===== config.mk =====
export PLATFORM = sky130hd
export DESIGN_NAME = decodeStage
export DESIGN_NICKNAME = d
export VERILOG_FILES = /design/src/rvPkg.sv /design/src/decodeStage.sv /design/src/mainController.sv /design/src/regFile.sv
export SDC_FILE = /design/constraint.sdc
export NUM_CORES = 2
export LEC_CHECK = 0
export BUFFER_PORTS_ARGS = -buffer_cell sky130_fd_sc_hd__clkbuf_2
export CAP_MARGIN = 25
export CELL_PAD_IN_SITES_DETAIL_PLACEMENT = 1
export CELL_PAD_IN_SITES_GLOBAL_PLACEMENT = 2
export CORE_ASPECT_RATIO = 0.7
export CORE_MARGIN = 2
export CORE_UTILIZATION = 28
export DETAILED_ROUTE_END_ITERATION = 8
export GPL_TIMING_DRIVEN = 0
export PLACE_DENSITY_LB_ADDON = 0.1
export SLEW_MARGIN = 20
export SYNTH_ARGS = -nofsm -noshare
export SYNTH_HDL_FRONTEND = slang
export SYNTH_HIERARCHICAL = 1
export SYNTH_SLANG_ARGS = --single-unit

===== constraint.sdc =====
create_clock -name clk -period 12.14 [get_ports clk]
set_input_delay 2.428 -clock clk [delete_from_list [all_inputs] [get_ports clk]]
set_output_delay 2.428 -clock clk [all_outputs]
set_load 0.005 [all_outputs]

===== src/rvPkg.sv =====
package rvPkg;

    // datapath and memory sizes.
    localparam int xlen      = 32;
    localparam int imemWords = 256;
    localparam int dmemWords = 256;
    localparam int imemAw    = $clog2(imemWords);  // word address width.
    localparam int dmemAw    = $clog2(dmemWords);

    typedef enum logic [6:0] {
        opR    = 7'b0110011,
        opI    = 7'b0010011,
        opS    = 7'b0100011,
        opB    = 7'b1100011,
        opU    = 7'b0110111,  // lui only.
        opJ    = 7'b1101111,
        opLw   = 7'b0000011,
        opJalr = 7'b1100111
    } opcodeT;

    typedef enum logic [2:0] {
        aluAdd   = 3'b000,  // address calculation.
        aluSub   = 3'b001,  // branch compare.
        aluFunct = 3'b010,  // decoded from funct3 and funct7.
        aluLink  = 3'b011   // pc+4.
    } aluOpT;

    typedef enum logic [1:0] {
        srcReg   = 2'b00,
        srcImm   = 2'b01,
        srcUpper = 2'b10
    } aluSrcT;

    typedef enum logic [2:0] {
        immI = 3'b000,
        immS = 3'b001,
        immB = 3'b010,
        immU = 3'b011,
        immJ = 3'b100
    } immKindT;

    typedef enum logic [1:0] {
        resNone = 2'b00,
        resMem  = 2'b01,
        resAlu  = 2'b10,
        resPc4  = 2'b11
    } resultSrcT;

    // alu functions.
    localparam logic [2:0] f3Add = 3'b000;  // add or sub.
    localparam logic [2:0] f3Sll = 3'b001;
    localparam logic [2:0] f3Slt = 3'b010;
    localparam logic [2:0] f3Xor = 3'b100;
    localparam logic [2:0] f3Srl = 3'b101;
    localparam logic [2:0] f3Or  = 3'b110;
    localparam logic [2:0] f3And = 3'b111;

    // branch conditions.
    localparam logic [2:0] f3Beq = 3'b000;
    localparam logic [2:0] f3Bne = 3'b001;
    localparam logic [2:0] f3Blt = 3'b100;
    localparam logic [2:0] f3Bge = 3'b101;

endpackage


===== src/decodeStage.sv =====
`timescale 1ns/1ns

module decodeStage import rvPkg::*; (
    input  logic            clk,
    input  logic            rstN,
    input  logic [xlen-1:0] pc,
    input  logic [xlen-1:0] instr,
    input  logic            fValid,
    input  logic            redirect,
    input  logic            wbEn,
    input  logic [4:0]      wbRd,
    input  logic [xlen-1:0] wbData,
    output logic [xlen-1:0] exPc,
    output logic [xlen-1:0] exRs1Data,
    output logic [xlen-1:0] exRs2Data,
    output logic [xlen-1:0] exImm,
    output logic [2:0]      exFunct3,
    output logic            exFunct7b30,
    output logic [4:0]      exRd,
    output logic            exRegWrite,
    output logic            exMemWrite,
    output logic            exBranch,
    output logic            exJal,
    output logic            exJalr,
    output aluSrcT          exAluSrc,
    output aluOpT           exAluOp,
    output resultSrcT       exResultSrc,
    output logic            dValid
);

    opcodeT          opcode;
    logic            regWrite, memWrite, branch, jal, jalr;
    aluSrcT          aluSrc;
    aluOpT           aluOp;
    immKindT         immKind;
    resultSrcT       resultSrc;
    logic [xlen-1:0] rs1Data, rs2Data;
    logic [xlen-1:0] imm;

    assign opcode = opcodeT'(instr[6:0]);

    mainController ctrl (
        .opcode    (opcode),
        .regWrite  (regWrite),
        .memWrite  (memWrite),
        .branch    (branch),
        .jal       (jal),
        .jalr      (jalr),
        .aluSrc    (aluSrc),
        .aluOp     (aluOp),
        .immKind   (immKind),
        .resultSrc (resultSrc)
    );

    regFile rf (
        .clk     (clk),
        .rstN    (rstN),
        .rs1     (instr[19:15]),
        .rs2     (instr[24:20]),
        .wbEn    (wbEn),
        .wbRd    (wbRd),
        .wbData  (wbData),
        .rs1Data (rs1Data),
        .rs2Data (rs2Data)
    );

    always_comb begin
        case (immKind)
            immS:    imm = {{20{instr[31]}}, instr[31:25], instr[11:7]};
            immB:    imm = {{19{instr[31]}}, instr[31], instr[7], instr[30:25], instr[11:8], 1'b0};
            immU:    imm = {instr[31:12], 12'b0};
            immJ:    imm = {{11{instr[31]}}, instr[31], instr[19:12], instr[20], instr[30:21], 1'b0};
            default: imm = {{20{instr[31]}}, instr[31:20]};
        endcase
    end

    always_ff @(posedge clk) begin
        if (!rstN) begin
            dValid      <= 1'b0;
            exRegWrite  <= 1'b0;
            exMemWrite  <= 1'b0;
            exBranch    <= 1'b0;
            exJal       <= 1'b0;
            exJalr      <= 1'b0;
            exAluSrc    <= srcReg;
            exAluOp     <= aluAdd;
            exResultSrc <= resNone;
        end else begin
            dValid      <= fValid && !redirect;  // flush behind a taken redirect.
            exRegWrite  <= regWrite;
            exMemWrite  <= memWrite;
            exBranch    <= branch;
            exJal       <= jal;
            exJalr      <= jalr;
            exAluSrc    <= aluSrc;
            exAluOp     <= aluOp;
            exResultSrc <= resultSrc;
        end
    end

    always_ff @(posedge clk) begin
        exPc        <= pc;
        exRs1Data   <= rs1Data;
        exRs2Data   <= rs2Data;
        exImm       <= imm;
        exFunct3    <= instr[14:12];
        exFunct7b30 <= instr[30];
        exRd        <= instr[11:7];
    end

endmodule


===== src/mainController.sv =====
`timescale 1ns/1ns

module mainController import rvPkg::*; (
    input  opcodeT    opcode,
    output logic      regWrite,
    output logic      memWrite,
    output logic      branch,
    output logic      jal,
    output logic      jalr,
    output aluSrcT    aluSrc,
    output aluOpT     aluOp,
    output immKindT   immKind,
    output resultSrcT resultSrc
);

    always_comb begin
        // inactive unless the opcode says otherwise.
        regWrite  = 1'b0;
        memWrite  = 1'b0;
        branch    = 1'b0;
        jal       = 1'b0;
        jalr      = 1'b0;
        aluSrc    = srcReg;
        aluOp     = aluAdd;
        immKind   = immI;
        resultSrc = resNone;

        case (opcode)
            opR: begin
                regWrite  = 1'b1;
                aluOp     = aluFunct;
                resultSrc = resAlu;
            end
            opI: begin
                regWrite  = 1'b1;
                aluSrc    = srcImm;
                aluOp     = aluFunct;
                resultSrc = resAlu;
            end
            opS: begin
                memWrite = 1'b1;
                aluSrc   = srcImm;
                immKind  = immS;
            end
            opB: begin
                branch  = 1'b1;
                aluOp   = aluSub;  // compares rs1 against rs2.
                immKind = immB;
            end
            opU: begin
                regWrite  = 1'b1;
                aluSrc    = srcUpper;
                aluOp     = aluFunct;
                immKind   = immU;
                resultSrc = resAlu;
            end
            opJ: begin
                jal       = 1'b1;
                regWrite  = 1'b1;
                aluSrc    = srcUpper;
                aluOp     = aluLink;
                immKind   = immJ;
                resultSrc = resPc4;
            end
            opLw: begin
                regWrite  = 1'b1;
                aluSrc    = srcImm;
                resultSrc = resMem;
            end
            opJalr: begin
                jalr      = 1'b1;
                regWrite  = 1'b1;
                aluSrc    = srcImm;
                aluOp     = aluLink;
                resultSrc = resPc4;
            end
            default: ;  // unknown opcode retires as a no-op.
        endcase
    end

endmodule


===== src/regFile.sv =====
`timescale 1ns/1ns

module regFile import rvPkg::*; (
    input  logic            clk,
    input  logic            rstN,
    input  logic [4:0]      rs1,
    input  logic [4:0]      rs2,
    input  logic            wbEn,
    input  logic [4:0]      wbRd,
    input  logic [xlen-1:0] wbData,
    output logic [xlen-1:0] rs1Data,
    output logic [xlen-1:0] rs2Data
);

    logic [xlen-1:0] regs [32];

    always_ff @(posedge clk) begin
        if (!rstN) begin
            for (int i = 0; i < 32; i++)
                regs[i] <= '0;
        end else if (wbEn && wbRd != 5'd0) begin
            regs[wbRd] <= wbData;
        end
    end

    // same-cycle write is passed through to the readers.
    assign rs1Data = (rs1 == 5'd0) ? '0 : (wbEn && wbRd == rs1) ? wbData : regs[rs1];
    assign rs2Data = (rs2 == 5'd0) ? '0 : (wbEn && wbRd == rs2) ? wbData : regs[rs2];

endmodule


==> flow_summary.yaml <==
cts:
  cts_resized: 0
  hold_buffers: 0
  cts_buffers: 148
  clk_latency_ns: 0.83
  h-tree-depth: 4
  cts_setup_buffers: 0
  cts_tree: "done"
  cts.sinks: 1174
  cts_root_buffer: "clkbuf_16"
  clkTransAtPathRegs_ns: 0.06
  clock_path_buffers: 4
critical_path:
  cp_cell_sequence: "clkbuf_2 -> clkbuf_1 -> clkbuf_1 -> nand2_1 -> clkbuf_1 -> o22a_1 -> a31oi_1"
  reg2reg_slack_ns: 9.40
  worstPathArrival_ns: 6.86
  crit_required_ns: 12.76
  rr_worst_depth: 5
  endpoint_kind: "flip-flop"
  cp_max_fo: 10
  cp_slowest_cell: "clkbuf_1"
  cpMostUsedCell: "clkbuf_1"
  reg2reg_from: "rf/regs[13][13]"
  crit_path_start: "instr[19]"
  r2r_end: "exRs2Data[13]"
  cpPeakStageDelay_ns: 0.90
  critPathKind: "in -> reg"
  worst_setup_path_start_kind: "input port"
sta:
  fin_setup_tns_ns: 0
  hold_viol_final: 0
  finalClockSkew_ns: 0.0382
  tightestPinTransition_ns: 1.27
  maxSlewHeadroom_pct: 15.2
  clock.fmax_mhz: 160
  slew_viol_final: 0
  period_needed_ns: 6.25
  rsz0062_at_grt: "no"
  hold_ws_ns: 0.918
  setup_violations: 0
  fin_crit_sh_pct: 51.5
synthesis:
  synth.distinct_cells: 72
  yosys_warnings: 6
  synth_edf_count: 1024
  postSynthAreaPerCell_sq_um: 14.5
  synth_cells: 4040
  synth_top_flop_cell: "edfxtp_1"
  syn-cell-area_sq_um: 58700
  async_flop_share_pct: 0
  synth.yosys.seq_area_share_pct: 57.5
  ys_ff_latch: 1174
cells_and_area:
  final_cell_mix: "edfxtp_1, and2_1, mux4_2"
  seqCellArea_sq_um: 33800
  fin_nets: 4675
  multiInputGateArea_sq_um: 23500
  syn2layout_area_growth_pct: 20.7
  final_common_cell: "edfxtp_1"
  fill_cells: 21693
  drive_gt1_share_pct: 25.3
power_and_ir_drop:
  p_per_area_nw_per_um2: 148
  total_power_uw: 10500
  ir_worst_vdd_mv: 0.0826
  leakage_uw: 0.0253
hold_path:
  hp-start: "rf/regs[3][26]"
  hold_class: "reg -> reg"
  min_to: "exRs1Data[26]"
  hold-path-cell-count: 4
floorplanning:
  dieWidth_um: 551
  die_area_sq_um: 213000
  die_h_um: 387
  row_count: 140
  initial_core_util_pct: 28.2
  io_pins: 256
  core_sq_um: 208000
routing:
  postRouteAntennaNets: 0
  via_count: 41665
  drtIter0Drc: 5369
  first_pass_iters: 5
  drc: 0
  via_per_inst: 5.60
  post_drt_wl_per_cell_um: 40.5
  routed_wl_mm: 301
placed_design:
  gp_congestion: 0.981
  io_buffers: 248
  dp_hpwl_mm: 227
global_route:
  grt_overflow: 0
  track_usage_pct: 27.7
  grt_pass1_vias: 40774
  antenna_found_initial: 15
  grt_pass1_wl_mm: 392
  grt_start_max_net_pins: 19
outcome:
  status: "completed"
job:
  maxCapViolCount: 0
## worst max-delay path by stage
stage,end,slack (ns),cells after the start
finish,exRs1Data[15],5.89,7
global route,exRs1Data[15],6.20,7
CTS,exRs1Data[15],6.27,8
detailed placement,exRs1Data[15],5.40,8
global placement,rf/regs[11][28],1.18,4
floorplan,rf/regs[10][0],6.15,4
## Yosys cell counts, types with 42 or more instances
cell	n	area share [%]
mux4_2	388	15
clkbuf_1	305	2.0
o221ai_1	42	0.63
buf_2	77	0.66
a22oi_1	133	1.7
o22ai_1	49	0.52
mux2i_1	284	4.8
edfxtp_1	1024	52
dfxtp_1	150	5.1
nor2_1	50	0.32
a21oi_1	89	0.76
a22o_1	55	0.82
and2_1	1006	11
o21ai_0	44	0.38
## flip-flops by register name, indices dropped and copies added (netlist names), 3 cells and up
name / flops
rf/regs: 1024
exImm: 32
exAluOp: 3
exRs1Data: 32
exRs2Data: 32
exFunct3: 3
exPc: 32
exRd: 5
## critical path: cells and delay by family
family,cells,cell delay [ns]
buffers and inverters,4,2.51
and+or+nand+nor,1,0.83
AOI/OAI and AO/OA,2,1.02
## cell type report
type	count	area share, %
plain buffers	436	2.79
diodes	9	0.0318
clock buffers	199	5.72
clock inverters	50	0.614
repair buffers	348	5.12
well taps	2769	4.89
inverters	7	0.0406
flip-flops and latches	1174	47.6
multi-input cells	2454	33.2
## stage by stage
stage,cell area [sq um],cells,setup WS (ns),utilization [%]
final,70900,7446,5.89,34.1
after global routing,70800,7438,6.20,34.0
after CTS,70700,7429,6.27,34.0
after detailed placement,66200,7180,5.40,31.8
after global placement,63500,7088,1.18,30.5
after floorplan,58800,4071,6.15,-
## kinds of logic after synthesis
| kind of cell | share of synthesized area, % |
|---|---|
| flops | 57.5 |
| mux | 19.8 |
| other cells | 0.0128 |
| simple gates | 12.3 |
| compound gates | 6.86 |
| buf+inv | 3.28 |
| xor+xnor | 0.164 |
## routing by layer
metal / vias up / part of all wire [%] / global-route usage, %
li1: 16584 / - / -
met1: 22775 / 46 / 41.6
met2: 1935 / 42 / 39.3
met3: 369 / 8.0 / 5.74
met4: 2 / 3.8 / 9.47
met5: - / 0.047 / 0.472
## power by group
part | switching, uW | internal (uW)
combinational | 921 | 519
clock | 1840 | 2480
sequential | 118 | 4630
total | 2870 | 7630
Power figures use the tool's default switching activity.
